===== config.mk =====
export PLATFORM = sky130hd
export DESIGN_NAME = cpuCore
export DESIGN_NICKNAME = d
export VERILOG_FILES = /design/src/logic/cpuPkg.sv /design/src/logic/predecode.sv /design/src/logic/instructionRegister.sv /design/src/logic/programCounter.sv /design/src/logic/timingControl.sv /design/src/logic/alu.sv /design/src/logic/registerFile.sv /design/src/logic/cpuCore.sv
export SDC_FILE = /design/constraint.sdc
export NUM_CORES = 1
export LEC_CHECK = 0
export ABC_AREA = 1
export BUFFER_PORTS_ARGS = -buffer_cell sky130_fd_sc_hd__buf_4
export CAP_MARGIN = 20
export CORE_MARGIN = 10
export CORE_UTILIZATION = 35
export DETAILED_ROUTE_END_ITERATION = 6
export GPL_ROUTABILITY_DRIVEN = 0
export PLACE_DENSITY = 0.6
export SLEW_MARGIN = 20
export SYNTH_ARGS = -nofsm -noshare
export SYNTH_HDL_FRONTEND = slang
export SYNTH_SLANG_ARGS = --single-unit
export TNS_END_PERCENT = 50

===== constraint.sdc =====
create_clock -name phi2 -period 3.8 [get_ports phi2]
set_clock_uncertainty 0.15 [all_clocks]
set_input_delay 0.19 -clock phi2 [delete_from_list [all_inputs] [get_ports phi2]]
set_output_delay 0.19 -clock phi2 [all_outputs]
set_load 0.01 [all_outputs]

===== src/logic/cpuPkg.sv =====
// shared types for the 6502-subset core; only the listed opcodes decode
// decimal mode, the stack and interrupts do not exist here
`default_nettype none

package cpuPkg;

  // real 6502 encodings of the supported subset
  typedef enum logic [7:0] {
    ldaImm = 8'hA9,
    ldxImm = 8'hA2,
    ldyImm = 8'hA0,
    ldaAbs = 8'hAD,
    staAbs = 8'h8D,
    adcImm = 8'h69,
    sbcImm = 8'hE9,
    andImm = 8'h29,
    oraImm = 8'h09,
    eorImm = 8'h49,
    lsrAcc = 8'h4A,
    taxImp = 8'hAA,
    tayImp = 8'hA8,
    inxImp = 8'hE8,
    inyImp = 8'hC8,
    clcImp = 8'h18,
    secImp = 8'h38,
    beqRel = 8'hF0,
    bneRel = 8'hD0,
    bccRel = 8'h90,
    bcsRel = 8'hB0,
    jmpAbs = 8'h4C,
    nopImp = 8'hEA
  } opcodeE;

  typedef enum logic [3:0] {
    resetLo,
    resetHi,
    t1Fetch,
    t2Operand,
    t3Operand,
    t4Memory,
    branchTake
  } tStateE;

  typedef enum logic [2:0] {
    implied,
    immediate,
    absoluteRead,
    absoluteWrite,
    jump,
    branch
  } addrModeE;

  typedef enum logic [2:0] {
    opSum,
    opSub,
    opAnd,
    opOr,
    opEor,
    opShiftRight,
    opPass
  } aluOpE;

  // status byte bit positions, as on the 6502
  localparam int flagC = 0;
  localparam int flagZ = 1;
  localparam int flagV = 6;
  localparam int flagN = 7;

  // destination register select
  localparam logic [1:0] destNone = 2'd0;
  localparam logic [1:0] destA    = 2'd1;
  localparam logic [1:0] destX    = 2'd2;
  localparam logic [1:0] destY    = 2'd3;

  // flag action
  localparam logic [1:0] flagKeep = 2'd0;
  localparam logic [1:0] flagSetC = 2'd1;
  localparam logic [1:0] flagClrC = 2'd2;
  localparam logic [1:0] flagAlu  = 2'd3;

  localparam logic [15:0] resetVector = 16'hFFFC;

endpackage

`default_nettype wire


===== src/logic/predecode.sv =====
// opcode byte to decoded fields, purely combinational
// unknown bytes run as a two-cycle NOP
`default_nettype none

module predecode (
  input  logic [7:0]       dataIn,
  output cpuPkg::opcodeE   opcode,
  output cpuPkg::addrModeE addrMode,
  output cpuPkg::aluOpE    aluOp,
  output logic [1:0]       destSel,
  output logic [1:0]       flagAct
);
  import cpuPkg::*;

  always_comb begin
    opcode   = opcodeE'(dataIn);
    addrMode = implied;
    aluOp    = opPass;
    destSel  = destNone;
    flagAct  = flagKeep;
    case (dataIn)
      ldaImm: begin addrMode = immediate; destSel = destA; end
      ldxImm: begin addrMode = immediate; destSel = destX; end
      ldyImm: begin addrMode = immediate; destSel = destY; end
      ldaAbs: begin addrMode = absoluteRead; destSel = destA; end
      staAbs: addrMode = absoluteWrite;
      adcImm: begin addrMode = immediate; aluOp = opSum; destSel = destA; flagAct = flagAlu; end
      sbcImm: begin addrMode = immediate; aluOp = opSub; destSel = destA; flagAct = flagAlu; end
      andImm: begin addrMode = immediate; aluOp = opAnd; destSel = destA; end
      oraImm: begin addrMode = immediate; aluOp = opOr; destSel = destA; end
      eorImm: begin addrMode = immediate; aluOp = opEor; destSel = destA; end
      lsrAcc: begin aluOp = opShiftRight; destSel = destA; flagAct = flagAlu; end
      // transfers are A or zero, the operand byte is cleared for implied ops
      taxImp: begin aluOp = opOr; destSel = destX; end
      tayImp: begin aluOp = opOr; destSel = destY; end
      // index plus zero with a forced carry in
      inxImp: begin aluOp = opSum; destSel = destX; end
      inyImp: begin aluOp = opSum; destSel = destY; end
      clcImp: flagAct = flagClrC;
      secImp: flagAct = flagSetC;
      beqRel, bneRel, bccRel, bcsRel: addrMode = branch;
      jmpAbs: addrMode = jump;
      nopImp: addrMode = implied;
      default: opcode = nopImp;
    endcase
  end

endmodule

`default_nettype wire


===== src/logic/instructionRegister.sv =====
// decoded instruction and operand bytes, held while rdy is low
`default_nettype none

module instructionRegister (
  input  logic             phi2,
  input  logic             rst,
  input  logic             rdy,
  input  logic             loadOpcode,
  input  logic             loadLo,
  input  logic             loadHi,
  input  cpuPkg::opcodeE   opcodeIn,
  input  cpuPkg::addrModeE addrModeIn,
  input  cpuPkg::aluOpE    aluOpIn,
  input  logic [1:0]       destSelIn,
  input  logic [1:0]       flagActIn,
  input  logic [7:0]       dataIn,
  output cpuPkg::opcodeE   opcode,
  output cpuPkg::addrModeE addrMode,
  output cpuPkg::aluOpE    aluOp,
  output logic [1:0]       destSel,
  output logic [1:0]       flagAct,
  output logic [7:0]       operandLo,
  output logic [7:0]       operandHi
);
  import cpuPkg::*;

  always_ff @(posedge phi2) begin
    if (rst) begin
      opcode   <= nopImp;
      addrMode <= implied;
      aluOp    <= opPass;
      destSel  <= destNone;
      flagAct  <= flagKeep;
    end else if (rdy && loadOpcode) begin
      opcode   <= opcodeIn;
      addrMode <= addrModeIn;
      aluOp    <= aluOpIn;
      destSel  <= destSelIn;
      flagAct  <= flagActIn;
    end
  end

  always_ff @(posedge phi2) begin
    if (rdy) begin
      // implied ops see a zero operand
      if (loadOpcode) begin
        operandLo <= 8'h00;
      end else if (loadLo) begin
        operandLo <= dataIn;
      end
      if (loadHi) begin
        operandHi <= dataIn;
      end
    end
  end

endmodule

`default_nettype wire


===== src/logic/programCounter.sv =====
// 16-bit program counter; branch offset is relative to the next opcode
`default_nettype none

module programCounter (
  input  logic        phi2,
  input  logic        rst,
  input  logic        rdy,
  input  logic        incPc,
  input  logic        loadVecLo,
  input  logic        loadVecHi,
  input  logic        loadJump,
  input  logic        loadBranch,
  input  logic [7:0]  dataIn,
  input  logic [7:0]  operandLo,
  output logic [15:0] pc
);

  always_ff @(posedge phi2) begin
    if (rst) begin
      pc <= 16'h0000;
    end else if (rdy) begin
      if (loadVecLo) begin
        pc[7:0] <= dataIn;
      end else if (loadVecHi) begin
        pc[15:8] <= dataIn;
      end else if (loadJump) begin
        // high byte is on the bus in the jump's third cycle
        pc <= {dataIn, operandLo};
      end else if (loadBranch) begin
        pc <= pc + {{8{operandLo[7]}}, operandLo};
      end else if (incPc) begin
        pc <= pc + 16'd1;
      end
    end
  end

endmodule

`default_nettype wire


===== src/logic/timingControl.sv =====
// T-state sequencer; one instruction in flight, no page-cross penalty
// write cycles finish regardless of rdy, read cycles stretch while rdy is low
`default_nettype none

module timingControl (
  input  logic             phi2,
  input  logic             rst,
  input  logic             rdy,
  input  cpuPkg::addrModeE addrMode,
  input  cpuPkg::opcodeE   opcode,
  input  logic [7:0]       flags,
  input  logic [15:0]      pc,
  input  logic [7:0]       operandLo,
  input  logic [7:0]       operandHi,
  output logic [15:0]      addr,
  output logic             rw,
  output logic             sync,
  output logic             loadOpcode,
  output logic             loadLo,
  output logic             loadHi,
  output logic             incPc,
  output logic             loadVecLo,
  output logic             loadVecHi,
  output logic             loadJump,
  output logic             loadBranch,
  output logic             writeReg,
  output logic             writeFlags,
  output logic             useMemData
);
  import cpuPkg::*;

  tStateE state;
  tStateE nextState;
  logic   taken;
  logic   advance;

  always_comb begin
    case (opcode)
      beqRel:  taken = flags[flagZ];
      bneRel:  taken = !flags[flagZ];
      bccRel:  taken = !flags[flagC];
      bcsRel:  taken = flags[flagC];
      default: taken = 1'b0;
    endcase
  end

  assign advance = rdy || !rw;

  always_ff @(posedge phi2) begin
    if (rst) begin
      state <= resetLo;
    end else if (advance) begin
      state <= nextState;
    end
  end

  always_comb begin
    addr       = pc;
    rw         = 1'b1;
    sync       = 1'b0;
    loadOpcode = 1'b0;
    loadLo     = 1'b0;
    loadHi     = 1'b0;
    incPc      = 1'b0;
    loadVecLo  = 1'b0;
    loadVecHi  = 1'b0;
    loadJump   = 1'b0;
    loadBranch = 1'b0;
    writeReg   = 1'b0;
    writeFlags = 1'b0;
    useMemData = 1'b0;
    nextState  = state;
    case (state)
      resetLo: begin
        addr      = resetVector;
        loadVecLo = 1'b1;
        nextState = resetHi;
      end
      resetHi: begin
        addr      = resetVector + 16'd1;
        loadVecHi = 1'b1;
        nextState = t1Fetch;
      end
      t1Fetch: begin
        sync       = 1'b1;
        loadOpcode = 1'b1;
        incPc      = 1'b1;
        nextState  = t2Operand;
      end
      t2Operand: begin
        case (addrMode)
          // dummy read of the next opcode, pc stays
          implied: begin
            writeReg   = 1'b1;
            writeFlags = 1'b1;
            nextState  = t1Fetch;
          end
          immediate: begin
            incPc      = 1'b1;
            writeReg   = 1'b1;
            writeFlags = 1'b1;
            useMemData = 1'b1;
            nextState  = t1Fetch;
          end
          branch: begin
            incPc     = 1'b1;
            loadLo    = 1'b1;
            nextState = taken ? branchTake : t1Fetch;
          end
          default: begin
            incPc     = 1'b1;
            loadLo    = 1'b1;
            nextState = t3Operand;
          end
        endcase
      end
      t3Operand: begin
        if (addrMode == jump) begin
          loadJump  = 1'b1;
          nextState = t1Fetch;
        end else begin
          incPc     = 1'b1;
          loadHi    = 1'b1;
          nextState = t4Memory;
        end
      end
      t4Memory: begin
        addr = {operandHi, operandLo};
        if (addrMode == absoluteWrite) begin
          rw = 1'b0;
        end else begin
          writeReg   = 1'b1;
          writeFlags = 1'b1;
          useMemData = 1'b1;
        end
        nextState = t1Fetch;
      end
      branchTake: begin
        loadBranch = 1'b1;
        nextState  = t1Fetch;
      end
      default: nextState = resetLo;
    endcase
  end

endmodule

`default_nettype wire


===== src/logic/alu.sv =====
// 8-bit binary ALU, no decimal mode
`default_nettype none

module alu (
  input  cpuPkg::aluOpE aluOp,
  input  logic [7:0]    a,
  input  logic [7:0]    b,
  input  logic          carryIn,
  output logic [7:0]    result,
  output logic          carryOut,
  output logic          overflow
);
  import cpuPkg::*;

  logic [7:0] bEff;
  logic [8:0] sum;

  always_comb begin
    // subtract is a plus not b plus carry, so carry set means no borrow
    bEff     = (aluOp == opSub) ? ~b : b;
    sum      = {1'b0, a} + {1'b0, bEff} + {8'h00, carryIn};
    result   = b;
    carryOut = 1'b0;
    overflow = 1'b0;
    case (aluOp)
      opSum, opSub: begin
        result   = sum[7:0];
        carryOut = sum[8];
        // both inputs agree in sign, result does not
        overflow = (a[7] == bEff[7]) && (sum[7] != a[7]);
      end
      opAnd: begin
        result = a & b;
      end
      opOr: begin
        result = a | b;
      end
      opEor: begin
        result = a ^ b;
      end
      opShiftRight: begin
        result   = {1'b0, a[7:1]};
        carryOut = a[0];
      end
      default: begin
        result = b;
      end
    endcase
  end

endmodule

`default_nettype wire


===== src/logic/registerFile.sv =====
// A, X, Y and the C, Z, V, N flags; other status bits read as zero
`default_nettype none

module registerFile (
  input  logic          phi2,
  input  logic          rst,
  input  logic          rdy,
  input  logic          writeReg,
  input  logic          writeFlags,
  input  logic [1:0]    destSel,
  input  logic [1:0]    flagAct,
  input  cpuPkg::aluOpE aluOp,
  input  logic [7:0]    result,
  input  logic          carryOut,
  input  logic          overflow,
  output logic [7:0]    regA,
  output logic [7:0]    regX,
  output logic [7:0]    regY,
  output logic [7:0]    flags
);
  import cpuPkg::*;

  logic [7:0] status;

  assign flags = status;

  always_ff @(posedge phi2) begin
    if (rst) begin
      regA   <= 8'h00;
      regX   <= 8'h00;
      regY   <= 8'h00;
      status <= 8'h00;
    end else if (rdy) begin
      if (writeReg && destSel != destNone) begin
        case (destSel)
          destA:   regA <= result;
          destX:   regX <= result;
          default: regY <= result;
        endcase
        status[flagZ] <= (result == 8'h00);
        status[flagN] <= result[7];
      end
      if (writeFlags) begin
        case (flagAct)
          flagSetC: status[flagC] <= 1'b1;
          flagClrC: status[flagC] <= 1'b0;
          flagAlu: begin
            status[flagC] <= carryOut;
            // shift leaves V alone
            if (aluOp == opSum || aluOp == opSub) begin
              status[flagV] <= overflow;
            end
          end
          default: begin
          end
        endcase
      end
    end
  end

endmodule

`default_nettype wire


===== src/logic/cpuCore.sv =====
// 6502-subset core on the 6502 bus; single clock phi2, no IRQ or NMI
// dataIn must be valid in the same cycle as the read address
`default_nettype none

module cpuCore (
  input  logic        phi2,
  input  logic        rst,
  input  logic        rdy,
  input  logic [7:0]  dataIn,
  output logic [15:0] addr,
  output logic [7:0]  dataOut,
  output logic        rw,
  output logic        sync
);
  import cpuPkg::*;

  // predecoded fields
  opcodeE     pdOpcode;
  addrModeE   pdAddrMode;
  aluOpE      pdAluOp;
  logic [1:0] pdDestSel;
  logic [1:0] pdFlagAct;

  // current instruction
  opcodeE     irOpcode;
  addrModeE   irAddrMode;
  aluOpE      irAluOp;
  logic [1:0] irDestSel;
  logic [1:0] irFlagAct;
  logic [7:0] operandLo;
  logic [7:0] operandHi;

  logic [15:0] pc;
  logic loadOpcode, loadLo, loadHi, incPc, loadVecLo, loadVecHi;
  logic loadJump, loadBranch, writeReg, writeFlags, useMemData;

  logic [7:0] regA, regX, regY, flags;
  logic [7:0] result;
  logic       carryOut, overflow;

  // alu operand select, INX and INY add a forced carry to the index
  wire       incX = (irOpcode == inxImp);
  wire       incY = (irOpcode == inyImp);
  wire [7:0] aluA = incX ? regX : (incY ? regY : regA);
  wire [7:0] aluB = useMemData ? dataIn : operandLo;
  wire       aluCarryIn = incX || incY || flags[flagC];

  assign dataOut = regA;

  predecode u_predecode (
    .dataIn(dataIn), .opcode(pdOpcode), .addrMode(pdAddrMode),
    .aluOp(pdAluOp), .destSel(pdDestSel), .flagAct(pdFlagAct)
  );

  instructionRegister u_instructionRegister (
    .phi2(phi2), .rst(rst), .rdy(rdy),
    .loadOpcode(loadOpcode), .loadLo(loadLo), .loadHi(loadHi),
    .opcodeIn(pdOpcode), .addrModeIn(pdAddrMode), .aluOpIn(pdAluOp),
    .destSelIn(pdDestSel), .flagActIn(pdFlagAct), .dataIn(dataIn),
    .opcode(irOpcode), .addrMode(irAddrMode), .aluOp(irAluOp),
    .destSel(irDestSel), .flagAct(irFlagAct),
    .operandLo(operandLo), .operandHi(operandHi)
  );

  programCounter u_programCounter (
    .phi2(phi2), .rst(rst), .rdy(rdy), .incPc(incPc),
    .loadVecLo(loadVecLo), .loadVecHi(loadVecHi),
    .loadJump(loadJump), .loadBranch(loadBranch),
    .dataIn(dataIn), .operandLo(operandLo), .pc(pc)
  );

  timingControl u_timingControl (
    .phi2(phi2), .rst(rst), .rdy(rdy),
    .addrMode(irAddrMode), .opcode(irOpcode), .flags(flags), .pc(pc),
    .operandLo(operandLo), .operandHi(operandHi),
    .addr(addr), .rw(rw), .sync(sync),
    .loadOpcode(loadOpcode), .loadLo(loadLo), .loadHi(loadHi), .incPc(incPc),
    .loadVecLo(loadVecLo), .loadVecHi(loadVecHi),
    .loadJump(loadJump), .loadBranch(loadBranch),
    .writeReg(writeReg), .writeFlags(writeFlags), .useMemData(useMemData)
  );

  alu u_alu (
    .aluOp(irAluOp), .a(aluA), .b(aluB), .carryIn(aluCarryIn),
    .result(result), .carryOut(carryOut), .overflow(overflow)
  );

  registerFile u_registerFile (
    .phi2(phi2), .rst(rst), .rdy(rdy),
    .writeReg(writeReg), .writeFlags(writeFlags),
    .destSel(irDestSel), .flagAct(irFlagAct), .aluOp(irAluOp),
    .result(result), .carryOut(carryOut), .overflow(overflow),
    .regA(regA), .regX(regX), .regY(regY), .flags(flags)
  );

endmodule

`default_nettype wire


# Word-level counts from Yosys, hierarchy flattened
# Index checks and enable logic that the tools add are counted.
[totals] register_bits=80 latchBits=0 ramBits=0 mem_bits_ro=0 wordCells=157 memories=0
[classes] addsub=4 mul=0 div_mod_pow=0 n_lt_le_gt_ge=0 n_eq_ne=50 shifts=0 n_mux=43 n_bitwise=6 reduce_logical=39
[ops] cell="== test 8 bit (second input constant)" n=21
[ops] cell="2-to-1 mux 8 bit" n=9
[ops] cell="2-to-1 mux 16 bit" n=3
[ops] cell="one-hot mux 16 bit (3 select lines)" n=1
[ops] cell="one-hot mux 8 bit (5 select lines)" n=1
[ops] cell="== test 8 x 7 -> 1 bit (second input constant)" n=4
[ops] cell="OR reduction 23 bit" n=1
[ops] cell="one-hot mux 4 bit (5 select lines)" n=1
[ops] cell="one-hot mux 3 bit (6 select lines)" n=1
[ops] cell="AND reduction 3 bit" n=6
[ops] cell="OR reduction 3 bit" n=6
[ops] cell="adder 16 x 1 -> 16 bit (second input constant)" n=1
[ops] cell="adder 16 bit" n=1
[ops] cell="== test 8 x 6 -> 1 bit (second input constant)" n=2
[ops] cell="OR reduction 8 bit" n=2
[ops] cell="2-to-1 mux 1 bit" n=15
[ops] cell="one-hot mux 3 bit (5 select lines)" n=1
[ops] cell="== test 3 bit (second input constant)" n=4
[ops] cell="== test 4 x 3 -> 1 bit (second input constant)" n=3
[ops] cell="one-hot mux 2 bit (3 select lines)" n=2
[ops] cell="adder 8 x 8 -> 9 bit" n=1
[ops] cell="adder 9 x 1 -> 9 bit" n=1
[ops] cell="== test 3 x 2 -> 1 bit (second input constant)" n=3
[ops] cell="bitwise AND 8 bit" n=1
[ops] cell="other kinds (29)" n=51

# Logic depth before layout (Yosys ltp)
# Gate-level depths: netlist (run 1).
[logic_depth] depth_word=10 depth_mapped=24

# Modules after synthesis
# A second synthesis (run 1) with hierarchy kept.
[hier_totals] cells_unflattened=1173 hier_area_um2=7211.9
[modules_own_cells] mod="programCounter" instances=1 cells_each=301 area_each_um2=1769.2 seq_area_each_um2=320.3
[modules_own_cells] mod="registerFile" instances=1 cells_each=217 area_each_um2=1403.8 seq_area_each_um2=560.5
[modules_own_cells] mod="instructionRegister" instances=1 cells_each=139 area_each_um2=1303.8 seq_area_each_um2=840.8
[modules_own_cells] mod="alu" instances=1 cells_each=188 area_each_um2=1077.3 seq_area_each_um2=0.0
[modules_own_cells] mod="timingControl" instances=1 cells_each=112 area_each_um2=603.1 seq_area_each_um2=60.1
[modules_own_cells] mod="predecode" instances=1 cells_each=134 area_each_um2=585.6 seq_area_each_um2=0.0
[modules_own_cells] mod="cpuCore" instances=1 cells_each=82 area_each_um2=469.2 seq_area_each_um2=0.0

# Worst setup path before layout (run 1)
# No wires, ideal clock.
[synth_path] path_kind="register to register" startpoint="register u_instructionRegister.aluOp[1]" endpoint="register u_registerFile.status[1] (netlist: u_registerFile.flags[1])" setup_ns=0.067 arrival_time_ns=3.021 required_ns=3.583 slack_ns=0.562 path_stages_with_launch=18 path_buffers=1 path_cell_list="dfxtp_1 clkbuf_1 nor2_1 nand2_1 xor2_1 fa_1 fa_1 nand2_1 nand3b_1 nand3_1 nand2_1 inv_1 nand2_1 nand2_1 nand2_1 nor2_1 nand3_1 a21oi_2"
[synth_via] elab_chain_len=6
[synth_rtl] element="from (decl)" line_no="instructionRegister.sv:19" text="output cpuPkg::aluOpE aluOp,"
[synth_rtl] element="from (signal assigned)" line_no="instructionRegister.sv:31" text="aluOp <= opPass;"
[synth_rtl] element="from (signal assigned)" line_no="instructionRegister.sv:37" text="aluOp <= aluOpIn;"
[synth_rtl] element="== test 3 x 1 -> 1 bit"
[synth_rtl] element="2-to-1 mux 8 bit" line_no="alu.sv:20" text="bEff = (aluOp == opSub) ? ~b : b;"
[synth_rtl] element="adder 8 x 8 -> 9 bit" line_no="alu.sv:21" text="sum = {1'b0, a} + {1'b0, bEff} + {8'h00, carryIn};"
[synth_rtl] element="adder 9 x 1 -> 9 bit" line_no="alu.sv:21"
[synth_rtl] element="one-hot mux 8 bit (5 select lines) (*)" line_no="alu.sv:25" text="case (aluOp)"
[synth_rtl] element="zero test 8 bit (*)" line_no="registerFile.sv:40" text="status[flagZ] <= (result == 8'h00);"
[synth_rtl] element="to (signal, indexed assignment)" line_no="registerFile.sv:40"
[synth_rtl] element="to (signal, indexed assignment)" line_no="registerFile.sv:41" text="status[flagN] <= result[7];"
[synth_rtl] element="to (signal, indexed assignment)" line_no="registerFile.sv:48" text="status[flagC] <= carryOut;"
[synth_rtl] element="to (decl)" line_no="registerFile.sv:23" text="logic [7:0] status;"
# Mark *: on every way between the ends. The rest lies on a longest branch, timed or not.
# A chain may end at the register's enable or synchronous reset.

# Worst setup path in the final report (run 1)
[layout_path] startpoint="register u_timingControl.state[0]" endpoint="register u_registerFile.status[1] (netlist: u_registerFile.flags[1])"
[layout_via] elab_chain_len=9
[layout_rtl] element="from (decl)" line_no="timingControl.sv:32" text="tStateE state;"
[layout_rtl] element="from (signal assigned)" line_no="timingControl.sv:51" text="state <= resetLo;"
[layout_rtl] element="from (signal assigned)" line_no="timingControl.sv:53" text="state <= nextState;"
[layout_rtl] element="== test 4 x 3 -> 1 bit / == test 4 x 2 -> 1 bit (equally long branches)" line_no="timingControl.sv:73" text="case (state)"
[layout_rtl] element="one-hot mux 1 bit (2 select lines)" line_no="timingControl.sv:73"
[layout_rtl] element="2-to-1 mux 8 bit" line_no="cpuCore.sv:45" text="wire [7:0] aluB = useMemData ? dataIn : operandLo;"
[layout_rtl] element="NOT 8 bit" line_no="alu.sv:20"
[layout_rtl] element="2-to-1 mux 8 bit" line_no="alu.sv:20"
[layout_rtl] element="adder 8 x 8 -> 9 bit" line_no="alu.sv:21"
[layout_rtl] element="adder 9 x 1 -> 9 bit" line_no="alu.sv:21"
[layout_rtl] element="one-hot mux 8 bit (5 select lines)" line_no="alu.sv:25"
[layout_rtl] element="zero test 8 bit" line_no="registerFile.sv:40"
# Parallel ways exist; a longest one is shown, timed or not.

==> reports/results.ini, run 1 <==
[status]
status=completed

[floorplanning]
io-pin-count=37
die_area_um2=23300
chipWidth_um=153
die_y_um=153
core.rowCount=48
core_um2=17300
start_util=0.356

[global_routing]
grt-ovfl-total=0
number_of_antenna_violations_at_the_first_check_in_global_routing=0
grt_start_max_net_pins=39
first_pass_grt_wire_length_um=30900
via_count_of_the_first_global_routing_pass=5882
track_usage=0.159

[drt]
vias_per_cell=5.11
routed_wirelength_um=18700
drc_errors_left=0
detail_route.iter0.violations=552
drt_pre_antenna_iters=5
routed-via-count=6134
drt.antenna.violating_nets=0
route.detailed.wl_per_inst_um=15.6

[synth]
ys_ff_latch=79
largest_area_contributor_in_the_synthesized_netlist=sky130_fd_sc_hd__dfxtp_1
synth.area.top_cells=sky130_fd_sc_hd__dfxtp_1 20%, sky130_fd_sc_hd__nand2_1 13%, sky130_fd_sc_hd__inv_1 8.7%, sky130_fd_sc_hd__ha_1 8.3%, sky130_fd_sc_hd__edfxtp_1 7.8%
count_of_unique_library_cells_instantiated_by_yosys=49
synth.yosys.seq_area_share=0.283
synth.net_count=990
yosys_most_used_dff=sky130_fd_sc_hd__dfxtp_1
synth.cell_area_um2=6160
synth-warning-count=0
postSynthAreaPerCell_um2=6.59
synth.top_cell.area_share=0.205
async_reset_ff_frac=0
synth_cells=935
synth.top_cells.by_count=211 x sky130_fd_sc_hd__nand2_1, 143 x sky130_fd_sc_hd__inv_1, 74 x sky130_fd_sc_hd__a21oi_1, 73 x sky130_fd_sc_hd__o21ai_0, 69 x sky130_fd_sc_hd__nor2_1
synth_enable_flop_cells=16
yosys.cell_count.top_type=sky130_fd_sc_hd__nand2_1

[timing]
timing_hold_violations_final=0
rsz0062_at_grt=no
count_of_final_setup_violators=0
final.setup.tns_ns=0
max-slew-margin-rel=0.435
timing.final.max_slew_violations=0
max_freq_ghz=0.291
max_slew.worst_pin.slew_ns=0.844
post-route-min-period_ns=3.44
finalCritPeriodShare=0.906

[clocking]
tritoncts.num_buffers=9
ctsHtreeMaxLevel=3
path_clk_slew_ns=0.06
clkLatencyLatePin_ns=0.35
cts.repair_timing.setup_buffer_count=0
tritoncts=yes
cts_buffer_depth=2
cts_root_buffer_type=sky130_fd_sc_hd__clkbuf_16
cts.sinks=79

[worst_hold_path]
worst_hold_path_type=primary input to flip-flop
holdPathEnd=u_instructionRegister.operandHi[3]
min_delay_path_depth=1
hold_path.startpoint=dataIn[3]

[final_layout]
diodes_inserted=0
postLayoutCellArea_um2=7020
areaGrowthSynthToFinish_pct=13.9
finish.utilization=0.406
nets=1026
final_cell_count_no_fill=1200
drive_gt1_frac=0.109

[worst_setup_path]
rrSetupSlack_ns=0.36
critical_path.max_fanout=16
timing.critical_path.buf_inv=1
setup_cp_type=flip-flop to flip-flop
worstSetupStartpointType=flip-flop
crit_family=simple AND/OR/NAND/NOR gates
timing.reg2reg.worst_path_depth=18
cp.arrival_ns=3.58
critical_path.endpoint_type=flip-flop
rr_endpoint=u_registerFile.flags[1]
required_ns=3.94
cpPeakStageDelay_ns=0.48
crit-reg2reg-launch=u_timingControl.state[0]
critical_path.slowest_cell=sky130_fd_sc_hd__fa_1
worstPathCellList=inv_2, nor3_2, nand2_2, nand2_4, nand2_2, o21ai_2, xor2_1, fa_1, fa_1, nor2_1, o21ai_0, nor2_1, nand2_1, nand2_1, nand2_1, nor2_1, nand3_1, a21oi_2

[power_and_ir_drop]
power_leakage_nw=3.27
vdd_ir_drop_max_v=0.000176
power-per-cell-area_nw_per_um2=309

[place]
dp_cells=1178
hpwl_um=14100
buffer_ports.inserted=36
placed_area_um2=6640

[run]
drv.max_cap_violation_count=0

[power breakdown]
part | switching (mW) | leakage (nW) | internal (mW) | total, mW
Sequential | 0.0213 | 0.655 | 0.880 | 0.901
Combinational | 0.240 | 2.47 | 0.132 | 0.371
Clock | 0.357 | 0.149 | 0.541 | 0.898
Total | 0.618 | 3.27 | 1.55 | 2.17
[registers in the layout, summed over array words and instances, names as in the netlist]
name                             count
u_instructionRegister.operandLo      8
u_programCounter.pc                 16
u_registerFile.regX                  8
u_timingControl.state                3
u_registerFile.flags                 2
u_registerFile.regY                  8
u_instructionRegister.flagAct        2
u_instructionRegister.operandHi      8
u_instructionRegister.destSel        2
u_instructionRegister.addrMode       3
u_registerFile.regA                  8
u_instructionRegister.opcode         8
u_instructionRegister.aluOp          3
[worst max-delay path by stage]
stage,start,endpoint,slack (ns),cells after the start
floorplan,u_instructionRegister.aluOp[1],u_registerFile.flags[1],0.56,17
global placement,u_timingControl.state[0],u_registerFile.flags[1],0.43,20
detailed placement,u_instructionRegister.opcode[5],u_registerFile.flags[1],0.32,21
CTS,u_instructionRegister.opcode[5],u_registerFile.flags[1],0.32,21
global route,u_instructionRegister.opcode[1],u_registerFile.flags[1],0.02,17
finish,u_timingControl.state[0],u_registerFile.flags[1],0.36,18
[cells in the final DEF, fill, tap and decap left out, types with 2 or more instances in the layout]
master                          netlist  routed
sky130_fd_sc_hd__nand3b_1             3       3
sky130_fd_sc_hd__a211oi_1             8       8
sky130_fd_sc_hd__nand3_1             62      62
sky130_fd_sc_hd__nor3_2               2       3
sky130_fd_sc_hd__xor2_1              15      15
sky130_fd_sc_hd__o21ai_1              4       4
sky130_fd_sc_hd__dfxtp_1             63      63
sky130_fd_sc_hd__a21oi_1             74      74
sky130_fd_sc_hd__o31ai_1              3       3
sky130_fd_sc_hd__clkbuf_8             0       2
sky130_fd_sc_hd__edfxtp_1            16      16
sky130_fd_sc_hd__clkbuf_16            0       9
sky130_fd_sc_hd__nand4_1             11      11
sky130_fd_sc_hd__nor4_1               2       2
sky130_fd_sc_hd__nor2_1              69      68
sky130_fd_sc_hd__o21bai_1             3       3
sky130_fd_sc_hd__or2_2                2       2
sky130_fd_sc_hd__o2bb2ai_1            2       2
sky130_fd_sc_hd__o22ai_1             16      16
sky130_fd_sc_hd__xnor2_1              2       2
sky130_fd_sc_hd__o21ai_0             73      73
sky130_fd_sc_hd__inv_2                7       7
sky130_fd_sc_hd__fa_1                 3       3
sky130_fd_sc_hd__inv_1              143     143
sky130_fd_sc_hd__a21oi_2              4       4
sky130_fd_sc_hd__o21ai_2              6       6
sky130_fd_sc_hd__nor3_1              18      17
sky130_fd_sc_hd__ha_1                41      41
sky130_fd_sc_hd__o21a_2               2       2
sky130_fd_sc_hd__a31oi_1              5       5
sky130_fd_sc_hd__inv_4                1       2
sky130_fd_sc_hd__dlygate4sd3_1        0       7
sky130_fd_sc_hd__nand2_1            211     211
sky130_fd_sc_hd__nand2_2             12      12
sky130_fd_sc_hd__o211ai_1            10      10
sky130_fd_sc_hd__nor2_2               4       5
sky130_fd_sc_hd__buf_4                1      46
[through the flow]
stage / worst slack (ns) / hold WS (ns) / total power, mW
floorplan: 0.562 / 0.139 / 1.15
global placement: 0.430 / 0.317 / 1.28
detailed placement: 0.323 / 0.310 / 1.28
CTS: 0.317 / 0.0163 / 2.18
global route: 0.0161 / 0.0277 / 2.27
finish: 0.359 / 0.0385 / 2.17
[logic make-up after synthesis]
group | count (synthesis) | synth area share
AOI/OAI and AO/OA | 215 | 0.200
adders and majority gates | 44 | 0.0930
and+or+nand+nor | 401 | 0.285
DFF | 79 | 0.283
buffers and inverters | 179 | 0.116
xor gates and xnor gates | 17 | 0.0242
[routing by layer]
metal / routed length (um) / up-vias / track usage / share of wire
met3: 787 / 19 / 0.0217 / 0.042
met4: 316 / 0 / 0.0495 / 0.017
met5: 0 / - / 0 / 0
met2: 8390 / 163 / 0.249 / 0.45
met1: 9250 / 2799 / 0.218 / 0.49
li1: - / 3153 / - / -
[area by class of cell]
class,instances,area (um2)
sequential,79,1740
tap,225,282
inverter,151,569
clock inverter,3,41.3
fill,1880,10300
timing repair buffer,53,415
clock buffer,12,256
multi-input combinational,677,3710
[timing repair]
action / CTS / global route
hold buffers: 7 / 0
endpoints found under the setup margin: 0 / 1
endpoints found under the hold margin: 7 / 0
resized for setup: 0 / 1
Power figures use the tool's default switching activity.
==> run 2: changes to the inputs <==
--- a/config.mk
+++ b/config.mk
@@ -10,6 +10,7 @@
 export CAP_MARGIN = 20
 export CORE_MARGIN = 10
 export CORE_UTILIZATION = 35
+export CTS_BUF_LIST = sky130_fd_sc_hd__clkbuf_4
 export DETAILED_ROUTE_END_ITERATION = 6
 export GPL_ROUTABILITY_DRIVEN = 0
 export PLACE_DENSITY = 0.6
==> reports/results.ini, run 2 (same netlist as run 1, synthesis figures left out) <==
[power_and_ir_drop]
p_comb_frac=0.209  ; +0.038
p_seq_frac=0.506  ; +0.091
internal-power_mw=1.21  ; -22%
p_sw_frac=0.320  ; +0.0350
clockPowerShare=0.285  ; -0.129
vdd_ir_drop_max_v=0.000128  ; -27%
power.total_mw=1.78  ; -18%
power_leakage_nw=3.21  ; -2.1%
power-per-cell-area_nw_per_um2=259  ; -16%
net-switching-power_uw=569  ; -7.8%

[floorplanning]
die_y_um=153  ; unchanged
io-pin-count=37  ; unchanged
core_um2=17300  ; unchanged
core.rowCount=48  ; unchanged
start_util=0.356  ; unchanged
chipWidth_um=153  ; unchanged
die_area_um2=23300  ; unchanged

[final_layout]
final_common_cell=sky130_fd_sc_hd__nand2_1
nets=1028  ; +0.19%
largest_register_ff_count=16  ; unchanged
multi_input_area_um2=3710  ; unchanged
max_flop_register=u_programCounter.pc
seqCellArea_um2=1740  ; unchanged
n_fill_cell=1893  ; +0.69%
areaGrowthSynthToFinish_pct=11.5
drive_gt1_frac=0.107  ; -0.00125
layout_common_cells=211 x sky130_fd_sc_hd__nand2_1, 143 x sky130_fd_sc_hd__inv_1, 74 x sky130_fd_sc_hd__a21oi_1, 73 x sky130_fd_sc_hd__o21ai_0, 68 x sky130_fd_sc_hd__nor2_1

[worst_setup_path]
timing.reg2reg.worst_path_depth=20  ; +2
rrSetupSlack_ns=0.34  ; -0.02 ns
worstSetupStartpointType=flip-flop
worstPathCellList=inv_2, nor3_2, nand2_2, nand2_4, nand2_2, o21ai_2, xor2_1, fa_1, fa_1, nand2_1, nand3b_1, nand3_1, nand2_1, inv_1, nand2_1, nand2_1, nand2_1, nor2_1, nand3_1, a21oi_2
critical_path.max_fanout=16  ; unchanged
critical_path.endpoint_type=flip-flop
top_cell_by_count_worst_path=sky130_fd_sc_hd__nand2_1
setup_cp_type=flip-flop to flip-flop
required_ns=4.06  ; +0.12 ns
crit-reg2reg-launch=u_timingControl.state[0]
cpPeakStageDelay_ns=0.48  ; about the same
crit_family=simple AND/OR/NAND/NOR gates
cp.arrival_ns=3.72  ; +0.14 ns
timing.critical_path.buf_inv=2  ; +1
rr_endpoint=u_registerFile.flags[1]
critical_path.slowest_cell=sky130_fd_sc_hd__fa_1

[timing]
finalCritPeriodShare=0.910  ; +0.00459
max-slew-margin-rel=0.446  ; +0.0110
max_slew.worst_pin.slew_ns=0.828  ; -0.0165 ns
post-route-min-period_ns=3.46  ; +0.0175 ns
timing_hold_violations_final=0  ; unchanged
count_of_final_setup_violators=0  ; unchanged
timing.final.max_slew_violations=0  ; unchanged
final.setup.tns_ns=0  ; unchanged
rsz0062_at_grt=no
max_freq_ghz=0.289  ; -0.50%

[drt]
detail_route.iter0.violations=561  ; +1.6%
vias_per_cell=5.13  ; +0.27%
drc_errors_left=0  ; unchanged
drt.antenna.violating_nets=0  ; unchanged
route.detailed.wl_per_inst_um=15.5  ; -0.89%
drt_pre_antenna_iters=5  ; unchanged
routed_wirelength_um=18600  ; -0.55%
routed-via-count=6171  ; +0.60%

[worst_hold_path]
hold_path.startpoint=rdy
min_delay_path_depth=4  ; +3
worst_hold_path_type=primary input to flip-flop
holdPathEnd=u_registerFile.flags[0]

[global_routing]
via_count_of_the_first_global_routing_pass=5866  ; -0.27%
grt_start_max_net_pins=39  ; unchanged
grt-ovfl-total=0  ; unchanged
number_of_antenna_violations_at_the_first_check_in_global_routing=1  ; +1
first_pass_grt_wire_length_um=30700  ; -0.45%
track_usage=0.158  ; -0.00104

[place]
buffer_ports.inserted=36  ; unchanged
hpwl_um=14100  ; unchanged

[clocking]
tritoncts=yes
cts_root_buffer_type=sky130_fd_sc_hd__clkbuf_4
cts.sinks=79  ; unchanged
path_clk_slew_ns=0.13  ; +0.07 ns
clkLatencyLatePin_ns=0.46  ; +0.11 ns
tritoncts.num_buffers=9  ; unchanged
cts_buffer_depth=2  ; unchanged
ctsHtreeMaxLevel=3  ; unchanged

[status]
status=completed

[run]
drv.max_cap_violation_count=0  ; unchanged

## run 2: layout make-up
class / count / share of cell area
Antenna cell: 2 / 0.000728
Clock buffer: 10 / 0.0109
Tap cell: 225 / 0.0410
Multi-Input combinational cell: 677 / 0.541
Inverter: 151 / 0.0829
Sequential cell: 79 / 0.254
Clock inverter: 5 / 0.00710
Timing Repair Buffer: 55 / 0.0634
## run 2: worst max path at each step
stage	start	end	slack [ns]	cells after the start
2_1_floorplan	u_instructionRegister.aluOp[1]	u_registerFile.flags[1]	0.56	17
6_report	u_timingControl.state[0]	u_registerFile.flags[1]	0.34	20
3_5_place_dp	u_instructionRegister.opcode[5]	u_registerFile.flags[1]	0.32	21
4_1_cts	u_instructionRegister.opcode[5]	u_registerFile.flags[1]	0.31	21
5_1_grt	u_instructionRegister.opcode[2]	u_registerFile.flags[1]	0.002	17
3_3_place_gp	u_timingControl.state[0]	u_registerFile.flags[1]	0.43	20
## run 2: what timing repair did
item	CTS	global route
setup buffers	0	0
endpoints found under the setup margin	0	1
hold endpoints to repair	51	0
hold buffers	9	0
gates resized for setup	0	1
## run 2: per-layer routing
layer,GRT usage,part of all wire,routed length (um)
met5,0,0,0
met1,0.218,0.49,9060
met3,0.0223,0.050,923
met2,0.246,0.45,8350
met4,0.0472,0.016,304
## run 2: power by group through the flow
| stage | Combinational [mW] | Clock [mW] | Sequential (mW) |
|---|---|---|---|
| floorplan | 0.240 | 0 | 0.913 |
| global placement | 0.362 | 0 | 0.919 |
| detailed placement | 0.363 | 0 | 0.920 |
| CTS | 0.372 | 0.527 | 0.901 |
| global route | 0.417 | 0.563 | 0.905 |
| finish | 0.373 | 0.508 | 0.901 |
## run 2: worst register-to-register path, stage by stage (launching register included)
cell                       delay [ns]
sky130_fd_sc_hd__dfxtp_1         0.41
sky130_fd_sc_hd__inv_2           0.07
sky130_fd_sc_hd__nor3_2          0.30
sky130_fd_sc_hd__nand2_2         0.11
sky130_fd_sc_hd__nand2_4         0.21
sky130_fd_sc_hd__nand2_2         0.07
sky130_fd_sc_hd__o21ai_2         0.11
sky130_fd_sc_hd__xor2_1          0.12
sky130_fd_sc_hd__fa_1            0.48
sky130_fd_sc_hd__fa_1            0.45
sky130_fd_sc_hd__nand2_1         0.11
sky130_fd_sc_hd__nand3b_1        0.08
sky130_fd_sc_hd__nand3_1         0.08
sky130_fd_sc_hd__nand2_1         0.05
sky130_fd_sc_hd__inv_1           0.05
sky130_fd_sc_hd__nand2_1         0.04
sky130_fd_sc_hd__nand2_1         0.13
sky130_fd_sc_hd__nand2_1         0.07
sky130_fd_sc_hd__nor2_1          0.10
sky130_fd_sc_hd__nand3_1         0.09
sky130_fd_sc_hd__a21oi_2         0.12
## run 2: metrics by stage
stage | setup slack, ns | hold slack (ns) | area (um2) | utilization | std cells
final | 0.341 | 0.0626 | 6870 | 0.397 | 1204
after global routing | 0.00193 | 0.0492 | 6870 | 0.397 | 1204
after CTS | 0.314 | 0.0354 | 6860 | 0.396 | 1202
after detailed placement | 0.323 | 0.310 | 6640 | 0.384 | 1178
after global placement | 0.430 | 0.317 | 6640 | 0.384 | 1178
after floorplan | 0.562 | 0.139 | 6160 | - | 935
